## src/sample_pkg.sv

```systemverilog
package sample_pkg;

	// conditioned audio sample width
	localparam int sample_bits = 32;
	// raw code width from the serial ADC
	localparam int adc_bits = 10;

	typedef logic signed [sample_bits-1:0] sample_t;
	typedef logic [adc_bits-1:0] adc_code_t;

	// left-align the ADC code, top ADC bit lands on the sign bit
	localparam int align_shift = sample_bits - adc_bits;
	// leak of the offset filter, roughly 1/1024 per sample
	localparam int offset_shift = 10;
	// pre-emphasis coefficient 1 - 1/32
	localparam int emph_shift = 5;

	// ADC code with its conversion-done strobe
	typedef struct packed {
		adc_code_t code;
		logic valid;
	} adc_sample_s;

	// conditioned sample with its strobe
	typedef struct packed {
		sample_t data;
		logic valid;
	} cond_sample_s;

endpackage

```

## src/sample_conditioner.sv

```systemverilog
`timescale 1ns/1ps

module sample_conditioner (
	input logic clk_pixel,
	input logic sys_rst,
	input sample_pkg::adc_sample_s adc_in,
	output sample_pkg::cond_sample_s cond
);
	import sample_pkg::*;

	// filter state, x(n-1) and o(n-1)
	sample_t x_prev;
	sample_t o_prev;

	// current sample through the chain
	sample_t x_cur;
	sample_t o_cur;
	sample_t y_cur;

	// registered output
	sample_t y_q;
	logic valid_q;

	// left-align the code into the sample word
	// top ADC bit becomes the sign
	assign x_cur = {adc_in.code, {align_shift{1'b0}}};

	always_comb begin
		// offset compensation
		// o(n) = x(n) - x(n-1) + o(n-1) - o(n-1)/1024
		// leaky difference, pulls any dc level back to zero
		o_cur = x_cur - x_prev + o_prev - (o_prev >>> offset_shift);

		// pre-emphasis on the offset-free signal
		// y(n) = o(n-1) - o(n) + o(n)/32
		y_cur = o_prev - o_cur + (o_cur >>> emph_shift);
	end

	// filter state only moves on an accepted code
	always_ff @(posedge clk_pixel) begin
		if (sys_rst) begin
			x_prev <= '0;
			o_prev <= '0;
			valid_q <= 1'b0;
		end else begin
			valid_q <= adc_in.valid;
			if (adc_in.valid) begin
				x_prev <= x_cur;
				o_prev <= o_cur;
			end
		end
	end

	// output sample, one cycle behind the code
	always_ff @(posedge clk_pixel) begin
		if (adc_in.valid) begin
			y_q <= y_cur;
		end
	end

	assign cond = '{data: y_q, valid: valid_q};

endmodule

```

## config.mk

```make
export PLATFORM = sky130hd
export DESIGN_NAME = sample_conditioner
export DESIGN_NICKNAME = d
export VERILOG_FILES = /design/src/sample_pkg.sv /design/src/sample_conditioner.sv
export SDC_FILE = /design/constraint.sdc
export NUM_CORES = 1
export LEC_CHECK = 0
export BUFFER_PORTS_ARGS = -buffer_cell sky130_fd_sc_hd__buf_4
export CORE_MARGIN = 10
export CORE_UTILIZATION = 50
export CTS_BUF_LIST = sky130_fd_sc_hd__clkbuf_4
export DETAILED_ROUTE_END_ITERATION = 10
export PLACE_DENSITY = 0.76
export SLEW_MARGIN = 5
export SYNTH_ARGS = -nofsm -noshare
export SYNTH_HDL_FRONTEND = slang
export SYNTH_SLANG_ARGS = --single-unit
```

## constraint.sdc

```tcl
create_clock -name clk_pixel -period 9 [get_ports clk_pixel]
set_clock_uncertainty 0.1 [all_clocks]
set_input_delay 0.9 -clock clk_pixel [delete_from_list [all_inputs] [get_ports clk_pixel]]
set_output_delay 0.9 -clock clk_pixel [all_outputs]
set_load 0.01 [all_outputs]
```

* After elaboration in Yosys (flattened, before gate mapping)
Cells that the tools add are included.
Operators by class: add/sub/neg operators 5
Operators with widths (count):
- $sub 32x32->32 | 2
- $add 32x27->32 | 1
- $add 32x32->32 | 1
- $sub 32x22->32 | 1
Storage, ports and cells: word-level logic and storage cells 9, output and inout port bits 33, bits of input ports 13, register bits 75

* Logic depth before layout (Yosys ltp)
Gate-level depths: netlist of the first run.
depth after elaboration 5, mapped depth 24, depth with buffers taken out 23

* Worst setup path after synthesis of the first run
No wires, ideal clock.
path type input to register, start input adc_in[3] (netlist name), end register y_q[30] (data pin), stages on the path 22, arrival time 5530 ps, path slack 3113 ps, library setup time 257 ps, path buffers 2, required time 8643 ps, path through inv_1 fa_1 fa_1 inv_1 ha_1 buf_2 a211oi_1 nor2_1 or4_1 a221oi_2 o21ai_0 xnor2_1 fa_1 inv_1 ha_1 clkbuf_1 a21o_1 a21o_1 a21oi_1 nand2b_1 o21ai_0 nor2_1
On the way: longest elaborated chain between the ends 5
Ends and longest elaborated chain:
- from (decl) | RTL line sample_conditioner.sv:6 | input sample_pkg::adc_sample_s adc_in,
- $sub 32x32->32 (*) | RTL line sample_conditioner.sv:32 | o_cur = x_cur - x_prev + o_prev - (o_prev >>> offset_shift);
- $add 32x32->32 (*) | RTL line sample_conditioner.sv:32
- $sub 32x22->32 (*) | RTL line sample_conditioner.sv:32
- $sub 32x32->32 | RTL line sample_conditioner.sv:36 | y_cur = o_prev - o_cur + (o_cur >>> emph_shift);
- $add 32x27->32 (*) | RTL line sample_conditioner.sv:36
- net y_cur[30] | RTL line sample_conditioner.sv:18 | sample_t y_cur;
- to (signal assigned) | RTL line sample_conditioner.sv:57 | y_q <= y_cur;
- to (decl) | RTL line sample_conditioner.sv:21 | sample_t y_q;
The timed path passes the listed nets; every way through them passes the cells marked *. A chain may end at the register's enable or synchronous reset.

* Worst setup path after layout of the first run
start register o_prev[31], end register y_q[31] (data pin)
On the way: elaborated cells on any way between the ends 4, those cells by class add/sub (4)
RTL lines:
- from (decl) | RTL line sample_conditioner.sv:13 | sample_t o_prev;
- from (signal assigned) | RTL line sample_conditioner.sv:49 | o_prev <= o_cur;
- $sub 32x22->32 (*) | RTL line sample_conditioner.sv:32
- net o_cur[28] | RTL line sample_conditioner.sv:17 | sample_t o_cur;
- $sub 32x32->32 | RTL line sample_conditioner.sv:36
- $add 32x27->32 (*) | RTL line sample_conditioner.sv:36
- net y_cur[31] | RTL line sample_conditioner.sv:18
Marks and branches as above.

==> reports/qor.txt, run 1 <==
cell taking the most area after synthesis: ha_1
EDFF count, synth: 32
arrival time at the worst endpoint: 6420 ps
pre-CTS setup slack: 2630 ps
pin count of the biggest net entering global routing: 58
worst hold stages: 2
Syn Std Cell Area: 0.00805 mm2
post-synth cell types: 66
CTS max path bufs: 2
Starting Density: 0.508
Fin Setup TNS: 0 ps
FMAX: 159 MHz
Synth Warn #: 0
final global-route overflow total: 0
DRT iter0 DRCs: 535
number of global-route vias before repair: 6,184
R2R depth: 19
final wirelength: 18,300 um
GRT Util Overall: 0.171
Worst Hold Class: register to register
Crit. End Element: register
fraction of layout cells with a size suffix above 1: 0.0758
Die X: 147 um
Final Max Tran Viols: 0
Max Cap Violations: 0
detailed placement HPWL: 14,700 um
# setup viols final: 0
fin nets: 1,123
Layout area overhead: 7.64%
sequential fraction of the synthesis area: 0.226
count of port buffers added during placement: 45
Cell Rows: 46
router iterations before antenna repair: 5
Synth area leaders: ha_1 (16%), fa_1 (12%), edfxtp_1 (12%), dfxtp_1 (11%), inv_1 (8.0%)
Synth Instances: 930
Clk pin slew, worst setup/hold paths: 140 ps
syn_nets: 1,095
WP data required: 9140 ps
syn avg cell area: 8.65 um2
period utilization: 0.698
cts repair resizes: 0
crit path max fanout: 12
DR vias: 6,417
DIE AREA: 0.0216 mm2
worst slew pin tran: 774 ps
unrepaired setup endpoints after global routing: false
number of nets with antenna violations after routing: 0
initial antenna violation count: 1
Post-CTS Hold Buffers: 0
CTS tree: yes
final hold violation count: 0
root buffer cell: clkbuf_4
Vias/cell: 5.44
Main synth FF type: dfxtp_1
TritonCTS Sinks: 75
DIE HEIGHT: 147 um
wire per inst: 15.5 um
layout filler cell count: 1,424
CP Class: register to register
io pins: 46
CTS buffer count: 9
worst skew pair latency: 480 ps
post-synth top area share: 0.159
post-synthesis async set-or-reset flop share: 0
core area: 0.0158 mm2
crit start category: register
outcome: completed
final routed DRC violation total: 0
Slew HR: 0.484
final setup margin: 2720 ps
flops & latches, synth: 75
Tmin final: 6280 ps
htree depth: 3
global-route wire length before repair: 30,700 um
Post-CTS Setup Bufs: 0
GP Congestion: 0.941
synth_stat cells, types with 13 or more instances:
| cell | number |
|---|---|
| mux2i_1 | 27 |
| nand2_1 | 39 |
| nand4_1 | 13 |
| nand3_1 | 17 |
| fa_1 | 50 |
| dfxtp_1 | 43 |
| inv_1 | 171 |
| clkbuf_1 | 25 |
| xnor2_1 | 38 |
| edfxtp_1 | 32 |
| a21oi_1 | 68 |
| ha_1 | 102 |
| a21o_1 | 23 |
| o21ai_0 | 39 |
| nor2_1 | 63 |
| nand2b_1 | 17 |
| xor2_1 | 22 |
metal layers:
layer | vias to the layer above | share of wire | track usage
li1 | 3226 | - | -
met1 | 2985 | 0.48 | 0.238
met2 | 179 | 0.45 | 0.265
met3 | 27 | 0.058 | 0.0307
met4 | 0 | 0.019 | 0.0526
met5 | - | 0 | 0
worst paths after layout:
path               from   endpoint  slack, ps
min           o_prev[9]  o_prev[9]        410
min reg2reg   o_prev[9]  o_prev[9]        410
max          o_prev[31]    y_q[31]       2720
max reg2reg  o_prev[31]    y_q[31]       2720
cell usage in the layout, fill, tap and decap left out, drive strengths merged, types with 12 or more instances in the layout:
cell      n
inv     172
ha      102
a21oi    68
nor2     63
fa       50
buf      46
dfxtp    43
o21ai    42
nand2    39
xnor2    38
edfxtp   32
mux2i    27
a21o     23
xor2     22
nand3    17
nand2b   17
nand4    13
a211oi   12
and3     12
clkbuf   12
flip-flops by register name, indices dropped and copies added (netlist names):
signal / flops
o_prev: 32
valid_q: 1
x_prev: 10
y_q: 32
area by class of cell:
cell class | instances | area (um2) | share of cell area
Antenna cell | 1 | 2.50 | 0.000289
Tap cell | 216 | 270 | 0.0312
Multi-Input combinational cell | 655 | 5470 | 0.631
Sequential cell | 75 | 1820 | 0.210
Inverter | 171 | 642 | 0.0741
Timing Repair Buffer | 46 | 345 | 0.0399
Clock inverter | 4 | 20.0 | 0.00231
Clock buffer | 12 | 90.1 | 0.0104
cells by family after synthesis:
logic type	synth area share
AO/OA/AOI/OAI	0.179
XOR/XNOR	0.0653
adder cells (fa/ha/maj)	0.283
buffers and inverters	0.0939
flip-flops	0.226
multiplexers	0.0350
AND/OR/NAND/NOR	0.117
per-stage QoR:
step / hold slack, ps / instance area, um2 / std cells / utilization
after floorplan: 360 / 8050 / 930 / -
after global placement: 373 / 8550 / 1163 / 0.540
after detailed placement: 379 / 8550 / 1163 / 0.540
after CTS: 401 / 8660 / 1179 / 0.547
after global routing: 432 / 8660 / 1180 / 0.547
final: 409 / 8660 / 1180 / 0.547
worst max-delay path, cell delays in order (launching register included):
cell     delay (ps)
dfxtp_1         830
fa_1            550
fa_1            490
inv_1            40
ha_1            390
nand2_1          70
o21ai_0         390
nor2_1           90
o21ai_0         240
o31ai_2         140
xnor2_1         490
fa_1            520
ha_1            390
and3_1          250
or2_2           280
o22ai_1         110
a21oi_1          60
a31oi_1         290
o21ai_0         180
xnor2_1         140
Power of run 1 is not shown: default switching activity piles up to over one toggle a cycle in this logic, so the estimate is an artifact.
==> run 2: changes to the inputs <==
==> constraint.sdc (replaced) <==
create_clock -name clk_pixel -period 6.25 [get_ports clk_pixel]
set_clock_uncertainty 0.1 [all_clocks]
set_input_delay 0.625 -clock clk_pixel [delete_from_list [all_inputs] [get_ports clk_pixel]]
set_output_delay 0.625 -clock clk_pixel [all_outputs]
set_load 0.01 [all_outputs]
==> reports/qor.txt, run 2 (synthesis results as in run 1) <==
root buffer cell: clkbuf_4
worst skew pair latency: 470 ps (about the same)
Hold WS: 287 ps (-123 ps)
DR vias: 6,462 (+0.70%)
Slew HR: 0.576 (+0.0921)
Crit. End Element: register
Post-CTS Hold Buffers: 0 (unchanged)
DIE HEIGHT: 147 um (unchanged)
TritonCTS Sinks: 75 (unchanged)
count of port buffers added during placement: 45 (unchanged)
Tmin final: 5860 ps (-421 ps)
Clk pin slew, worst setup/hold paths: 130 ps (about the same)
CTS tree: yes
period utilization: 0.938 (+0.240)
Starting Density: 0.508 (unchanged)
router iterations before antenna repair: 5 (unchanged)
Layout area overhead: 9.22%
initial antenna violation count: 1 (unchanged)
wire per inst: 15.8 um (+1.8%)
number of global-route vias before repair: 6,342 (+2.6%)
Placed Cells incl. Taps: 1,174 (+0.95%)
Post-CTS Setup Bufs: 0 (unchanged)
htree depth: 3 (unchanged)
FMAX: 171 MHz (+7.2%)
GP Congestion: 0.914 (-2.9%)
GRT Util Overall: 0.175 (+0.00373)
final wirelength: 18,700 um (+2.6%)
Fin Setup TNS: 0 ps (unchanged)
io pins: 46 (unchanged)
crit start category: register
crit path max fanout: 6 (-6)
# setup viols final: 0 (unchanged)
WP data required: 6380 ps (-2760 ps)
CTS max path bufs: 2 (unchanged)
worst slew pin tran: 636 ps (-138 ps)
most common cell after layout, fill and taps aside: inv_1
fraction of layout cells with a size suffix above 1: 0.0905 (+0.0147)
global-route wire length before repair: 31,600 um (+2.8%)
Vias/cell: 5.43 (about the same)
Cell Rows: 46 (unchanged)
most frequent cells in the layout: inv_1 (171), ha_1 (102), a21oi_1 (68), nor2_1 (63), buf_4 (57)
outcome: completed
cts repair resizes: 1 (+1)
arrival time at the worst endpoint: 5990 ps (-430 ps)
Max Cap Violations: 0 (unchanged)
CTS buffer count: 9 (unchanged)
Die X: 147 um (unchanged)
final hold violation count: 0 (unchanged)
Final Max Tran Viols: 0 (unchanged)
Regs by FF count: o_prev (32), y_q (32), x_prev (10)
DIE AREA: 0.0216 mm2 (unchanged)
DRT iter0 DRCs: 608 (+14%)
fin nets: 1,134 (+0.98%)
CP Class: register to register
detailed placement HPWL: 15,100 um (+2.8%)
unrepaired setup endpoints after global routing: false
final routed DRC violation total: 0 (unchanged)
number of nets with antenna violations after routing: 0 (unchanged)
core area: 0.0158 mm2 (unchanged)
final cell count without fillers: 1,189 (+0.76%)
Worst Hold Class: input port to register
pin count of the biggest net entering global routing: 51 (-12%)
final global-route overflow total: 0 (unchanged)
[run 2: changes by cell type in the layout (fill, tap and decap cells not counted), sizes merged]
cell,change
bufinv,+1
inv,-1
clkinv,+1
buf,+11
clkinvlp,-1
clkbuf,-2
[run 2: per-layer routing]
layer,GRT usage,routed length [um],up-vias
li1,-,-,3249
met3,0.0322,949,22
met5,0,0,-
met2,0.276,8450,165
met1,0.241,9100,3026
met4,0.0465,250,0
[run 2: through the flow]
step	setup slack (ps)	instance area, um2	utilization
after floorplan	638	8050	-
after global placement	201	8630	0.545
after global routing	6.58	8790	0.555
after detailed placement	-0.600	8630	0.545
after CTS	120	8750	0.553
final	389	8790	0.555
[run 2: path summary, 6_finish.rpt]
kind | endpoint | depth (start not counted) | from | slack (ps)
worst max-delay path | y_q[23] | 23 | o_prev[0] | 390
worst min-delay path | x_prev[27] | 3 | adc_in[6] | 290
worst max register to register | y_q[23] | 23 | o_prev[0] | 390
worst min register to register | o_prev[9] | 2 | o_prev[9] | 410
[run 2: area by class of cell]
cell class | count | area (um2)
Antenna cell | 1 | 2.50
Timing Repair Buffer | 57 | 428
Clock buffer | 10 | 75.1
Tap cell | 216 | 270
Multi-Input combinational cell | 655 | 5500
Inverter | 171 | 642
Fill cell | 1441 | 7040
Sequential cell | 75 | 1820
Clock inverter | 4 | 43.8
[run 2: worst max-delay path, cell delays in order (launching register included)]
cell      delay, ps
dfxtp_1         350
inv_1            70
ha_1            140
inv_1            60
fa_1            360
ha_1            240
fa_1            460
a21oi_1         200
o22ai_1         160
o21ai_2         280
a21oi_1         160
a21oi_1         290
xor2_2          300
inv_1           100
fa_1            500
inv_1            40
ha_1            360
a21o_1          200
a21o_1          200
o221a_2         230
nor2_1          140
a21boi_1        350
o21ai_0         150
xor2_1          170
Power of run 2 is left out for the same reason.
==> run 3: changes to the inputs <==
==> constraint.sdc (replaced) <==
create_clock -name clk_pixel -period 6.25 [get_ports clk_pixel]
set_clock_uncertainty 0.1 [all_clocks]
set_input_delay 0.3125 -clock clk_pixel [delete_from_list [all_inputs] [get_ports clk_pixel]]
set_output_delay 0.3125 -clock clk_pixel [all_outputs]
set_load 0.01 [all_outputs]
==> reports/qor.txt, run 3 (synthesis results as in run 1) <==
Final Util: 0.560 (+0.00490)
wire per inst: 15.8 um (about the same)
final hold violation count: 0 (unchanged)
final routed DRC violation total: 0 (unchanged)
global-route wire length before repair: 31,500 um (-0.22%)
detailed placement HPWL: 15,100 um (about the same)
Regs by FF count: o_prev (32), y_q (32), x_prev (10)
CP Class: input port to register
count of port buffers added during placement: 45 (unchanged)
Worst Hold Class: input port to register
worst hold stages: 2 (-1)
Crit Reg-Reg Startpoint: o_prev[10]
WP depth: 22 (-4.3%)
CTS buffer count: 9 (unchanged)
Clk pin slew, worst setup/hold paths: 150 ps (+20 ps)
DIE AREA: 0.0216 mm2 (unchanged)
router iterations before antenna repair: 5 (unchanged)
Slew HR: 0.466 (-0.110)
min-delay src: adc_in[0]
io pins: 46 (unchanged)
worst skew pair latency: 490 ps (+20 ps)
area of the multi-input gates: 0.00548 mm2 (-0.45%)
number of global-route vias before repair: 6,342 (unchanged)
TritonCTS Sinks: 75 (unchanged)
Die X: 147 um (unchanged)
number of nets with antenna violations after routing: 0 (unchanged)
crit-path leading delay family: adder cells
final setup margin: 362 ps (-27.2 ps)
outcome: completed
arrival time at the worst endpoint: 6040 ps (+50 ps)
CP Cell Sequence: dlygate4sd3_1, buf_4, inv_1, fa_1, inv_1, fa_1, ha_1, nand2_1, o21ai_0, nor2_1, o21ai_0, o31ai_2, xnor2_1, fa_1, ha_1, and3_1, and3_1, nand2_1, a21oi_1, a21oi_1, mux2i_1, nor2_1
FMAX: 170 MHz (-0.46%)
crit start category: input port
Starting Density: 0.508 (unchanged)
root buffer cell: clkbuf_4
Max Cap Violations: 0 (unchanged)
Layout area overhead: 10.2%
Final Max Tran Viols: 0 (unchanged)
fin nets: 1,142 (+0.71%)
DIE HEIGHT: 147 um (unchanged)
R2R depth: 22 (-4.3%)
final wirelength: 18,900 um (+0.87%)
most common cell after layout, fill and taps aside: inv_1
initial antenna violation count: 1 (unchanged)
Crit. End Element: register
final cell count without fillers: 1,199 (+0.84%)
DRT iter0 DRCs: 536 (-12%)
core area: 0.0158 mm2 (unchanged)
WP buf/inv: 4 (unchanged)
Tmin final: 5890 ps (+27.2 ps)
R2R setup slack: 360 ps (-30 ps)
CTS tree: yes
# setup viols final: 0 (unchanged)
Register Area: 0.00182 mm2 (unchanged)
Vias/cell: 5.48 (+0.78%)
Fin Setup TNS: 0 ps (unchanged)
pre-CTS setup slack: 342 ps (+343 ps)
period utilization: 0.942 (+0.00435)
most frequent cells in the layout: inv_1 (171), ha_1 (102), a21oi_1 (68), nor2_1 (63), buf_4 (55)
htree depth: 3 (unchanged)
Placed Cells incl. Taps: 1,172 (-0.17%)
Setup crit start: adc_in[1]
unrepaired setup endpoints after global routing: false
DR vias: 6,567 (+1.6%)
fraction of layout cells with a size suffix above 1: 0.0855 (-0.00500)
pin count of the biggest net entering global routing: 59 (+16%)
worst slew pin tran: 800 ps (+165 ps)
layout filler cell count: 1,415 (-1.8%)
Cell Rows: 46 (unchanged)
crit path max-delay cell type: fa_1
GRT Util Overall: 0.176 (+0.00126)
final global-route overflow total: 0 (unchanged)
WP data required: 6400 ps (+20 ps)
crit path max fanout: 6 (unchanged)
slowest stage delay, CP: 530 ps (+30 ps)
most frequent CP cell: fa_1
GP Congestion: 0.923 (+0.92%)
CTS max path bufs: 2 (unchanged)
==> run 3: stage by stage <==
| stage | cell area [um2] | hold slack [ps] |
|---|---|---|
| finish | 8860 | 170 |
| global route | 8860 | 183 |
| CTS | 8850 | 162 |
| detailed placement | 8610 | 377 |
| global placement | 8610 | 372 |
| floorplan | 8050 | 325 |
==> run 3: path summary, 6_finish.rpt <==
check	end
worst max-delay path	y_q[30]
worst max register to register	y_q[28]
worst min-delay path	o_prev[27]
worst min register to register	o_prev[9]
==> run 3: worst reg2reg max path, cell delays in order, from the launching register on <==
cell and delay, ps:
dfxtp_1 420, ha_1 170, inv_1 60, fa_1 360, ha_1 240, fa_1 460, a21oi_1 210, o22ai_1 160
o21ai_0 210, nand2b_1 80, a21oi_1 330, xnor2_1 220, fa_1 530, inv_1 40, ha_1 380, nand3_1 110
a211oi_1 410, o32ai_1 170, buf_4 180, o41ai_1 360, a21oi_1 160, o21ai_0 210, xor2_1 90
==> run 3: area by class of cell <==
type                    count  share of cell area
multi-input cells         655               0.618
repair buffers             65              0.0579
well taps                 216              0.0305
clock buffers               9             0.00762
inverters                 171              0.0724
diodes                      1            0.000282
flip-flops and latches     75               0.206
clock inverters             7             0.00776
==> run 3: routing by layer <==
metal | vias up | global-route usage | part of all wire
li1 | 3284 | - | -
met1 | 3090 | 0.241 | 0.47
met2 | 168 | 0.273 | 0.45
met3 | 25 | 0.0310 | 0.056
met4 | 0 | 0.0621 | 0.019
met5 | - | 0 | 0
==> run 3: repair_timing <==
item,CTS,global route
gates resized for setup,0,2
setup endpoints to repair,0,3
hold endpoints to repair,10,0
buffers inserted,0,0
hold buffers,10,0
Power of run 3 is left out for the same reason.
