<file path="config.mk">
export PLATFORM = sky130hd
export DESIGN_NAME = sample_trigger
export DESIGN_NICKNAME = d
export VERILOG_FILES = /design/src/sample_trigger.sv
export SDC_FILE = /design/constraint.sdc
export NUM_CORES = 1
export LEC_CHECK = 0
export BUFFER_PORTS_ARGS = -buffer_cell sky130_fd_sc_hd__buf_2
export CORE_AREA = 2 2 39 41
export DETAILED_ROUTE_END_ITERATION = 7
export DIE_AREA = 0 0 41 43
export PLACE_DENSITY = 0.74
export SYNTH_ARGS = -nofsm -noshare
export SYNTH_HDL_FRONTEND = slang
export SYNTH_SLANG_ARGS = --single-unit
</file>
<file path="constraint.sdc">
create_clock -name clk_pixel -period 1.62 [get_ports clk_pixel]
set_clock_uncertainty 0.15 [all_clocks]
set_input_delay 0.162 -clock clk_pixel [delete_from_list [all_inputs] [get_ports clk_pixel]]
set_output_delay 0.162 -clock clk_pixel [all_outputs]
set_load 0.01 [all_outputs]
</file>
<file path="src/sample_trigger.sv">
`timescale 1ns/1ps

module sample_trigger #(
	parameter int CYCLES_PER_TRIGGER = 6250
) (
	input logic clk_pixel,
	input logic sys_rst,
	output logic trigger
);

	// counter wide enough for 0 .. CYCLES_PER_TRIGGER-1
	localparam int CNT_W = $clog2(CYCLES_PER_TRIGGER);
	localparam logic [CNT_W-1:0] CNT_LAST = CNT_W'(CYCLES_PER_TRIGGER - 1);

	logic [CNT_W-1:0] count;

	// free-running cycle counter, wraps at the terminal count
	always_ff @(posedge clk_pixel) begin
		if (sys_rst) begin
			count <= '0;
		end else if (count == CNT_LAST) begin
			count <= '0;
		end else begin
			count <= count + 1'b1;
		end
	end

	// one-cycle pulse on the terminal count
	// tells the external ADC controller to start a conversion
	// count sits at zero in reset, so the pulse stays low there
	assign trigger = (count == CNT_LAST);

endmodule

</file>
### Word-level counts from Yosys, hierarchy flattened

Cells that the tools add are included.

* bits in registers: 13
* input bits: 2

* add/subtract/negate cells: 1
* reduce and logical (&&, ||, !) cells: 1
* eq/ne operators: 1

Operator list (number)
* $add A13 B1 Y13 const B: 1
* $eq A13 B13 Y1 const B: 1
* $reduce_or A2 Y1: 1

### Longest topological paths before layout

Gate-level depths: netlist of the first run.

* depth in word-level cells: 2
* gate-level depth with buffers: 6

### Worst setup path after synthesis of the first run

OpenSTA, ideal clock, no wires.

* path type: reg-to-reg
* start: register count[2]
* end: register count[10]
* slack: -15 ps
* data arrival time: 1360 ps
* cell stages (with the launch flop): 6
* data required time: 1345 ps
* library setup time: 125 ps
* path through: dfxtp_1 -> buf_6 -> or4b_4 -> o31ai_4 -> buf_6 -> a21oi_1

* cells in the longest elaborated chain, start to end: 2
* elaborated cells between the ends (all ways): 3
* classes of those cells: add/sub (1); eq/ne (1); reduce/logical (1)

Ends and longest elaborated chain
* from (decl): line 15 `logic [CNT_W-1:0] count;`
* from (signal assigned): line 24 `count <= count + 1'b1;`
* branches (longest 2 deep; another with $add A13 B1 Y13)

Several ways; the timed one is not identified.
A chain may end at the register's enable or synchronous reset.

### Worst setup path after layout of the first run

* start: register count[8]
* end: output port trigger

* cells in the longest elaborated chain, start to end: 1

Ends and longest elaborated chain
* $eq A13 B13 Y1: line 31 `assign trigger = (count == CNT_LAST);`
* to (decl): line 8 `output logic trigger`

Every way passes these cells.

==> results of run 1 <==
path summary, 6_finish.rpt:
kind	end	slack (ns)	cells past startpoint
min reg2reg	count[12]$_SDFF_PP0_	0.35	2
min	count[9]$_SDFF_PP0_	0.04	3
max reg2reg	count[5]$_SDFF_PP0_	-0.08	4
max	trigger	-0.17	3
cells in the final DEF, fill, tap and decap left out:
master and count:
sky130_fd_sc_hd__a21oi_1 3, sky130_fd_sc_hd__a21oi_2 4, sky130_fd_sc_hd__buf_2 2, sky130_fd_sc_hd__buf_4 10
sky130_fd_sc_hd__buf_6 4, sky130_fd_sc_hd__clkbuf_1 1, sky130_fd_sc_hd__clkbuf_4 3, sky130_fd_sc_hd__dfxtp_1 10
sky130_fd_sc_hd__dfxtp_2 3, sky130_fd_sc_hd__ha_1 1, sky130_fd_sc_hd__ha_4 1, sky130_fd_sc_hd__inv_1 2
sky130_fd_sc_hd__inv_4 1, sky130_fd_sc_hd__nand2_1 3, sky130_fd_sc_hd__nand3_1 5, sky130_fd_sc_hd__nand4_1 5
sky130_fd_sc_hd__nand4b_1 1, sky130_fd_sc_hd__nand4bb_1 1, sky130_fd_sc_hd__nor2_1 2, sky130_fd_sc_hd__nor2_2 3
sky130_fd_sc_hd__nor3_2 1, sky130_fd_sc_hd__nor4_1 1, sky130_fd_sc_hd__o21a_1 1, sky130_fd_sc_hd__o21ai_0 3
sky130_fd_sc_hd__o31a_1 1, sky130_fd_sc_hd__o31ai_1 4, sky130_fd_sc_hd__o31ai_4 1, sky130_fd_sc_hd__or3_1 3
sky130_fd_sc_hd__or4_1 4, sky130_fd_sc_hd__or4b_4 1, sky130_fd_sc_hd__xnor2_1 1, sky130_fd_sc_hd__xor2_1 2
final cells by class:
| class | instances | area, um2 |
|---|---|---|
| Clock buffer | 4 | 26.3 |
| Multi-Input combinational cell | 52 | 389 |
| Inverter | 3 | 13.8 |
| Sequential cell | 13 | 264 |
| Fill cell | 115 | 541 |
| Timing Repair Buffer | 16 | 130 |
| Tap cell | 16 | 20.0 |
metrics by stage:
stage          power (mW)  area [um2]   TNS, ns  hold slack, ns  instances
2_1_floorplan       0.364         643   -0.0562           0.207         70
3_3_place_gp        0.378         733         0           0.297         97
3_5_place_dp        0.379         733  -0.00479           0.319         97
4_1_cts             0.589         802    -0.470          0.0350        103
5_1_grt             0.625         843     -1.37          0.0336        104
6_report            0.600         843    -0.667          0.0431        104
worst register-to-register path, stage by stage (launching register included):
cell and delay [ns]:
sky130_fd_sc_hd__dfxtp_2 0.33, sky130_fd_sc_hd__or4b_4 0.56, sky130_fd_sc_hd__o31ai_4 0.30, sky130_fd_sc_hd__buf_6 0.17
sky130_fd_sc_hd__a21oi_1 0.06
kinds of logic after synthesis:
group,Yosys count,share of synthesized area
XOR/XNOR,3,0.0409
flip-flops,13,0.405
AND/OR/NAND/NOR,30,0.280
adder cells (fa/ha/maj),2,0.0389
buffers and inverters,5,0.0525
AO/OA/AOI/OAI,17,0.183
routing by layer:
layer	wire length [um]	GRT usage
met5	0	0
met4	61	0.0933
met3	94	0.0785
met2	772	0.341
met1	584	0.235
report_power, final:
| group | internal, mW | switching [mW] | leakage, nW |
|---|---|---|---|
| clock | 0.0956 | 0.105 | 0.0150 |
| sequential | 0.327 | 0.00477 | 0.106 |
| combinational | 0.0368 | 0.0315 | 0.153 |
timing repair:
action,4_1_cts,5_1_grt
hold buffers,0,0
cloned,0,0
pin swaps,0,4
resized for setup,8,11
setup endpoints to repair,12,13
endpoints found under the hold margin,0,0
buffers inserted,2,1
cell usage after synthesis, drive strengths merged:
master | n | area, um2
dfxtp | 13 | 260
nor2 | 5 | 18.8
nor4 | 1 | 6.26
o21ai | 3 | 15.0
or4b | 1 | 13.8
nand3 | 5 | 25.0
nor3 | 1 | 5.00
a21oi | 7 | 35.0
buf | 2 | 22.5
xnor2 | 1 | 8.76
nand4bb | 1 | 11.3
nand4 | 5 | 31.3
xor2 | 2 | 17.5
nand2 | 3 | 11.3
o31ai | 5 | 51.3
or3 | 3 | 18.8
o31a | 1 | 8.76
or4 | 4 | 30.0
o21a | 1 | 7.51
nand4b | 1 | 8.76
ha | 2 | 25.0
inv | 3 | 11.3
==> reports/summary.md, run 1 <==
Setup-violating endpoint count in the final report: 13. TritonCTS built the clock tree. The worst reg2reg path startpoint is count[8]$_SDFF_PP0_.

In this run the worst path has a maximum fanout of 2. The run gives 0.212 as the aggregate global-route resource usage. The run finished, with violations left.

In this run, distinct cell masters in the synthesized netlist total 23. After global routing the overflow that remains totals 0. Static timing analysis puts the maximum clock frequency at 560 MHz. Buffers inserted during clock tree synthesis total 3.

Buffers placed on the I/O ports in this run total 2. The share of the core filled with cells in the final layout was 0.609. 0 antenna diodes ended up in the layout. Dividing the detail-routed via count by the number of cells gives 5.99. The checks that failed: negative setup slack. The average cell area after synthesis was 9.19 um2; the clock latency at the later pin of the worst-skew pair was 0.28 ns. At the pin with the least slew margin, the transition time is 0.265 ns. The standard-cell row count is 14. The first global-routing pass estimated 2470 um of wire. The net count of the finished layout is 93. The tools report the reported max-cap violation count as 0. Clock root buffer: sky130_fd_sc_hd__clkbuf_4. For the number of antenna violations at the first check in global routing, the log shows 0. The post-synthesis sequential area ratio is 0.405, and the largest buffer count on any clock path is 2. Setup repair after global routing could not meet its margin everywhere. Among cell families on the critical path, the largest total delay comes from simple AND/OR/NAND/NOR gates. The net count of the mapped netlist is 74. The clock-pin transition on the worst setup and hold timing paths came out at 0.08 ns. The final setup slack of the worst path is -0.166 ns, and the number of DRC markers in iteration 0 is 18. The final layout contains routed wiring with a total length of 1510 um.

Summing every instance area after synthesis gives 643 um2. Once detail routing completed, the nets flagged for antenna violations numbered 0. In this run, synthesis produced a sequential element count of 13. The tools report the sum of net half-perimeters after detailed placement as 1020 um. The largest register by flop count was count. The core region is 0.00138 mm2. The slowest stage of the critical path belongs to the cell sky130_fd_sc_hd__or4b_4. The register with the most flip-flops in the layout has 13 of them. In the final layout, the registers with the most flip-flops are count: 13 flops. The logs give 654 uV for the worst-case vdd ir drop and 0.00176 mm2 for the area of the die.

The path type of the worst min-delay path was in -> reg. During I/O placement, the number of pins put on the boundary was 3. The routed layout has 623 vias. Traced cell by cell, the critical path runs through or4b_4 -> nor3_2 -> buf_2. The area growth from synthesis to layout is 31.1%. After detailed routing, the average wire length per cell comes to 14.5 um. The total leakage power came out at 0.274 nW.

The via count of the first global-routing pass came out at 591. The yosys synthesis warning count was 0. The logs give 1 for the H-tree level count and -0.00458 ns for the pre-CTS worst setup slack. The highest cell delay on the worst timing path works out to 0.56 ns. STA classifies the critical path endpoint as an output pin. The smallest clock period supported by the final layout is computed as 1.79 ns. The initial cell density of the core was 0.465; the width of the die was 41 um. From bottom edge to top edge, the die measures 43 um. The kind of critical path is reg -> out. The first detailed-routing pass ran for 6 iterations. The final weighted congestion in routability-driven placement came out at 0.793.

The critical path starts at count[8]$_SDFF_PP0_. The number of DRC violations after detailed routing is 0. The final-report hold violation count was 0; the part of the cycle the worst path needs was 1.10. The share of post-route cells with drive strength above 1 is 0.386. For the worst setup path, the data required time is 1.31 ns.

The relative max-transition margin is 0.822. Entering global routing, the biggest net connects 9 pins. The worst endpoint data arrival time is 1.47 ns, and the number of sinks driven by the clock tree is 13.

The worst hold path begins at sys_rst. The total power per unit cell area is 711 mW/mm2, and the number of buffer and inverter instances along the worst setup path is 1. The startpoint kind of the worst setup timing path was a register. The count of final max-slew check failures is 0, and the number of standard cells after synthesis is 70.
Note: power is estimated with default switching activity, not from simulation.
==> inputs of run 2 (changes only) <==
--- a/config.mk
+++ b/config.mk
@@ -12,2 +12,3 @@
 export PLACE_DENSITY = 0.74
+export SETUP_SLACK_MARGIN = 0.1
 export SYNTH_ARGS = -nofsm -noshare
==> constraint.sdc (replaced) <==
create_clock -name clk_pixel -period 1.6 [get_ports clk_pixel]
set_clock_uncertainty 0.15 [all_clocks]
set_input_delay 0.16 -clock clk_pixel [delete_from_list [all_inputs] [get_ports clk_pixel]]
set_output_delay 0.16 -clock clk_pixel [all_outputs]
set_load 0.1 [all_outputs]
==> run 2 against run 1 <==
The run still ends with negative setup slack left; setup slack worse by 0.060 ns; core utilization down 2.2 points; sequential cell count unchanged; combinational power down 46%; die area unchanged; non-clock buffer count down 4; register-to-register slack worse by 0.09 ns; clock-buffer cell count unchanged; critical path type unchanged; largest cell class unchanged; largest power group unchanged.
==> reports/summary.md, run 2 (same netlist as run 1, synthesis figures left out) <==
In the final layout, the registers with the most flip-flops are count: 13 flops. Buffers placed on the I/O ports in this run total 2. The area growth from synthesis to layout was 26.5%; the via count of the first global-routing pass was 516. In this run the count of I/O pins placed on the die edge is 3.

For this run, the post-layout net count is 89. In this run the worst hold path is classified as in -> reg. The count of inserted antenna diode cells was 0; the largest net degree at the start of global routing was 9.

The run gives 0 as the final-report hold violation count. The library cell used most frequently in the layout, excluding fill and tap cells, is sky130_fd_sc_hd__dfxtp_1. The number of clock buffers added by TritonCTS is 3.

The run finished, with violations left. The floorplan has 14 rows. Measured along the x axis, the die boundary spans 41 um. The kind of critical path is reg -> out. The multi-input combinational cells in the finished layout cover a total of 382 um2. The via count normalized by instance count is 5.89, and the worst-case vdd ir drop is 571 uV.

The first detailed-routing pass ran for 4 iterations. The analysis attributes to cell leakage a power of 0.270 nW. The slew of the pin with the lowest slew margin is 0.291 ns.

The top cell types in the final layout, fill and taps aside, are sky130_fd_sc_hd__dfxtp_1 (10), sky130_fd_sc_hd__buf_4 (8). The number of flip-flops under the largest register name is 13. H-tree level count: 1. Max-cap violations in this run came to 0. The logs give 0.256 for the met1 usage in global routing and 0.00176 mm2 for the area of the die. The floorplan step set the die height to 43 um. The worst endpoint data arrival time is 1.52 ns, and the total length of routed wires is 1270 um.

The congestion estimate from routability-driven global placement came to 0.779. Power spread over the standard cell area amounts to 714 mW/mm2. The met2 capacity usage during global routing was 0.259.

TritonCTS built the clock tree. The startpoint kind of the worst setup timing path is a register. Final setup slack of the worst path: -0.226 ns. Detailed routing inserted a total of 589 vias.

The setup-violating endpoint count in the final report is 13, and the share of post-route cells with drive strength above 1 is 0.321. The checks that failed: negative setup slack. The tools report the met3 demand-to-capacity share in global routing as 0.0314.

The number of DRC violations after detailed routing came out at 0. The clock root buffer was sky130_fd_sc_hd__clkbuf_4. After global routing the overflow that remains totals 0.

Largest register by flop count: count. The clock period minus worst slack was 1.83 ns. First-pass GRT wire length: 2210 um. Setup repair after global routing could not meet its margin everywhere.

After legalization and detailed placement, the total HPWL measured 927 um. Clock-pin slew was measured on the worst setup and hold paths at 0.08 ns. At the placement stage, the worst setup path has a slack of -0.0285 ns. Part of the cycle the worst path needs: 1.14. For this design, the sink count on the clock tree is 13. The worst setup path is captured at an output pin.

In this run the most used layer during global routing was met2. The run gives 119 as the final-layout fill cell count. The aggregate global-route resource usage was 0.190. Registers take 267 um2. Timing would allow up to 548 MHz. In the final routed layout, each cell accounts on average for 12.7 um. Final hold analysis gives a worst-case slack of 0.0162 ns.

At the later pin of the worst-skew pair, clock insertion delay measures 0.28 ns. For the relative max-transition margin, the log shows 0.804. Largest buffer count on any clock path: 2. The run gives 0.465 as the initial cell density of the core. In this run, the number of DRC markers left after iteration 0 of detailed routing was 12. The tools report the standard cell core area as 0.00138 mm2.

The logs give 0 for the number of antenna violations at the first check in global routing and 1.29 ns for the required time of the critical path. In this run the remaining antenna-violating nets after routing total 0. Of all nets on the critical path, the largest fanout is 2.

The count of final max-slew check failures came out at 0.
==> run 2: layout make-up <==
type | count | share of cell area
Multi-Input combinational cell | 52 | 0.469
Timing Repair Buffer | 12 | 0.132
Tap cell | 16 | 0.0246
Inverter | 3 | 0.0138
Sequential cell | 13 | 0.328
Clock buffer | 4 | 0.0323
==> run 2: power breakdown <==
part	internal [mW]	switching [mW]	total [mW]
combinational	0.0177	0.0192	0.0369
sequential	0.330	0.00736	0.338
clock	0.0967	0.110	0.206
==> run 2: final timing paths <==
path,start,end,slack [ns],depth (start not counted)
setup reg to reg,count[2]$_SDFF_PP0_,count[12]$_SDFF_PP0_,-0.17,5
setup / recovery,count[2]$_SDFF_PP0_,trigger,-0.23,3
hold / removal,sys_rst,count[9]$_SDFF_PP0_,0.02,3
hold reg to reg,count[0]$_SDFF_PP0_,count[0]$_SDFF_PP0_,0.30,1
==> run 2: stage by stage <==
step / cells / setup TNS [ns] / cell area, um2 / total power, mW / util
3_3_place_gp: 94 / -0.0411 / 761 / 0.379 / 0.550
2_1_floorplan: 70 / -1.10 / 678 / 0.371 / -
4_1_cts: 100 / -1.54 / 810 / 0.588 / 0.585
6_report: 100 / -2.03 / 813 / 0.581 / 0.588
5_1_grt: 100 / -2.67 / 813 / 0.595 / 0.588
3_5_place_dp: 94 / -0.158 / 761 / 0.381 / 0.550
==> run 2: repair_timing <==
| action | 4_1_cts | 5_1_grt |
|---|---|---|
| endpoints found under the setup margin | 13 | 13 |
| pin swaps | 3 | 1 |
| setup buffers | 2 | 0 |
| resized for setup | 2 | 2 |
| hold buffers | 0 | 0 |
| cloned | 0 | 0 |
==> run 2: worst max-delay path, cell delays in order, from the launching register on <==
cell and delay [ns]:
sky130_fd_sc_hd__dfxtp_2 0.33, sky130_fd_sc_hd__or4b_4 0.55, sky130_fd_sc_hd__nor3_4 0.16, sky130_fd_sc_hd__buf_12 0.20
==> run 2: layer usage <==
layer	share of wire	vias up
met5	0	-
met4	0.033	0
met3	0.036	6
met2	0.46	19
met1	0.47	272
li1	-	292
==> inputs of run 3 (changes only) <==
PLACE_DENSITY = 0.71   (was 0.74)
clock period = 1.71 ns   (was 1.6 ns; I/O delays follow)
==> run 3 against run 2 <==
The flow still finishes with violations (negative setup slack); first-iteration DRC count decreased by 33%; combinational power increased by 29%; cell count increased by 2.0%; global-route usage increased by 1.9 points; core utilization increased by 2.4 points; setup slack improved by 0.088 ns; clock-buffer cell count unchanged; die area unchanged; sequential power decreased by 7.1%; non-clock buffer count increased by 2; highest routed layer unchanged.
==> reports/summary.md, run 3 (same netlist as run 1, synthesis figures left out) <==
The slew of the pin with the lowest slew margin came out at 0.277 ns. At the worst endpoint, the required time is 1.39 ns. The worst register-to-register path has a depth of 5. The HPWL after detailed placement is 1030 um. The quantity of I/O buffers inserted on ports is 2. In this run the count of I/O pins placed on the die edge is 3.

Final setup slack of the worst path: -0.138 ns. The final reports fail on negative setup slack. The share of the core filled with cells in the final layout is 0.612, and the area growth from synthesis to layout is 31.7%. The design draws 553 uW.

The total global routing overflow was 0; the portion of total power attributed to combinational logic was 0.086. The library cells used most frequently in the layout, excluding fill and tap cells, are sky130_fd_sc_hd__dfxtp_1 (11), sky130_fd_sc_hd__buf_4 (8), sky130_fd_sc_hd__a21oi_2 (7). The total length of routed wires was 1520 um. The tools report the standard cell core area as 0.00138 mm2.

The switching share of power is 0.237, and the number of DRC markers in iteration 0 is 8. The finished cells cover 847 um2. The global routing stage identified its most utilized layer as met2.

The setup-violating endpoint count in the final report was 13. Area of the die: 0.00176 mm2. For the worst-case vdd ir drop, the log shows 469 uV.

The aggregate global-route resource usage is 0.209, and the count of final max-slew check failures is 0. For the timing-limited maximum frequency, the log shows 541 MHz. For the finished layout, the period the worst path requires is 1.85 ns. The tools report the capture instance of the worst register-to-register path as count[0]$_SDFF_PP0_. The met3 demand-to-capacity share in global routing was 0.0576.

The logs give 0.779 for the final weighted congestion in routability-driven placement and 13 for the number of sinks driven by the clock tree. The reported max-cap violation count came out at 0. The via count was 586. The source of the worst hold timing path is sys_rst. In this run the worst hold path is classified as in -> reg. The kind of critical path is reg -> out. The most common library cell in the layout ignoring fill and taps was sky130_fd_sc_hd__dfxtp_1.

The part of the cycle the worst path needs was 1.08; the die height was 43 um. The H-tree level count was 1; the met1 usage in global routing was 0.248. The worst setup path is launched from a register. The clock-pin transition on the worst setup and hold timing paths was 0.08 ns. The worst endpoint data arrival time was 1.53 ns. The count of inserted antenna diode cells came out at 0.

The proportion of power drawn by the clock network is 0.346, and the remaining number of nets flagged by the antenna check after routing is 0. The met2 capacity usage during global routing was 0.313. The flow ran to the end, but the final reports show violations. The tools report the clock root buffer as sky130_fd_sc_hd__clkbuf_4.

The internal portion of the total power is 422 uW. Entering global routing, the biggest net connects 9 pins. For this run, the detailed router's first-pass iteration total came to 4.

STA classifies the critical path endpoint as an output pin. Dividing total power by cell area gives a power density of 653 mW/mm2. For flop-to-flop paths, the worst setup slack is -0.08 ns.

Setup repair after global routing could not meet its margin everywhere. For this run, design rule violations remaining after detail routing come to 0. For the relative contribution of sequential cells to total power, the log shows 0.567.

The largest register by flop count was count. The via count normalized by instance count is 5.75, and the relative max-transition margin is 0.814. The initial cell density of the core is 0.465, and the power dissipated by switching net loads is 131 uW. The longest clock path from root to sink contains 2 buffers.

The net count of the finished layout is 91, and the standard-cell row count is 14. The total leakage power is 0.282 nW, and the first-pass GRT wire length is 2400 um. The number of antenna violations at the first check in global routing is 0, and the detailed-route wire length per cell is 14.9 um. The share of post-route cells with drive strength above 1 came out at 0.372. The total cell area at the placement stage is 771 um2. TritonCTS built the clock tree. In this run the worst path has a maximum fanout of 2.

The register with the most flip-flops in the layout has 13 of them. Worst reg2reg path startpoint: count[9]$_SDFF_PP0_. The TritonCTS buffer count is 3, and the width of the die is 41 um. Final-report hold violation count: 0.

The via count of the first global-routing pass was 558. The largest registers in the layout are count: 13 flops. The worst-case hold path end point was count[9]$_SDFF_PP0_.

The clock latency at the later pin of the worst-skew pair came out at 0.27 ns. The depth of the worst hold-timing path was 3.
## run 3: cell count changes in the layout (fill, tap and decap cells not counted)
cell	change
sky130_fd_sc_hd__a21oi_1	-2
sky130_fd_sc_hd__a21oi_2	+2
sky130_fd_sc_hd__ha_2	-1
sky130_fd_sc_hd__dfxtp_2	-1
sky130_fd_sc_hd__nor2_2	+3
sky130_fd_sc_hd__ha_1	+1
sky130_fd_sc_hd__buf_6	+2
sky130_fd_sc_hd__nor2_1	-3
sky130_fd_sc_hd__dfxtp_1	+1
## run 3: power by group through the flow
| stage | Combinational [mW] | Sequential [mW] | Clock (mW) |
|---|---|---|---|
| floorplan | 0.0252 | 0.321 | 0 |
| CTS | 0.0415 | 0.314 | 0.197 |
| global placement | 0.0386 | 0.320 | 0 |
| detailed placement | 0.0391 | 0.321 | 0 |
| finish | 0.0476 | 0.314 | 0.192 |
| global route | 0.0513 | 0.315 | 0.214 |
## run 3: stage by stage
| step | hold slack (ns) | worst slack, ns | std cells | setup TNS (ns) |
|---|---|---|---|---|
| after CTS | 0.0289 | -0.142 | 102 | -0.151 |
| after floorplan | 0.216 | -0.341 | 70 | -0.341 |
| after detailed placement | 0.314 | 0.0622 | 96 | 0 |
| after global routing | 0.0337 | -0.204 | 102 | -1.64 |
| after global placement | 0.308 | 0.0826 | 96 | 0 |
| final | 0.0308 | -0.138 | 102 | -0.856 |
## run 3: how the worst max path moves through the flow
| stage | from | endpoint | slack, ns | cells after the start |
|---|---|---|---|---|
| 2_1_floorplan | count[2]$_SDFF_PP0_ | trigger | -0.34 | 3 |
| 3_3_place_gp | count[8]$_SDFF_PP0_ | trigger | 0.08 | 3 |
| 3_5_place_dp | count[0]$_SDFF_PP0_ | count[12]$_SDFF_PP0_ | 0.06 | 6 |
| 4_1_cts | count[9]$_SDFF_PP0_ | trigger | -0.14 | 3 |
| 5_1_grt | count[0]$_SDFF_PP0_ | trigger | -0.20 | 5 |
| 6_report | count[9]$_SDFF_PP0_ | trigger | -0.14 | 3 |
## run 3: cell type report
cell class              instances  area, um2
clock buffers                   4       26.3
fillers                       113        537
inverters                       3       11.3
multi-input cells              52        394
flip-flops and latches         13        265
well taps                      16       20.0
repair buffers                 14        130
## run 3: critical path, cell delays in order (launching register included)
cell                      delay [ns]
sky130_fd_sc_hd__dfxtp_2        0.32
sky130_fd_sc_hd__or4b_4         0.56
sky130_fd_sc_hd__nor3_4         0.17
sky130_fd_sc_hd__buf_12         0.20
## run 3: routing by layer
layer,routed length (um),vias up,share of wire
li1,-,300,-
met1,707,275,0.46
met2,751,7,0.49
met3,32,4,0.021
met4,29,0,0.019
met5,0,-,0
## run 3: timing repair
| action | 4_1_cts | 5_1_grt |
|---|---|---|
| setup endpoints to repair | 13 | 13 |
| pin swaps | 3 | 1 |
| hold buffers | 0 | 0 |
| buffers inserted | 2 | 0 |
| resized for setup | 3 | 9 |
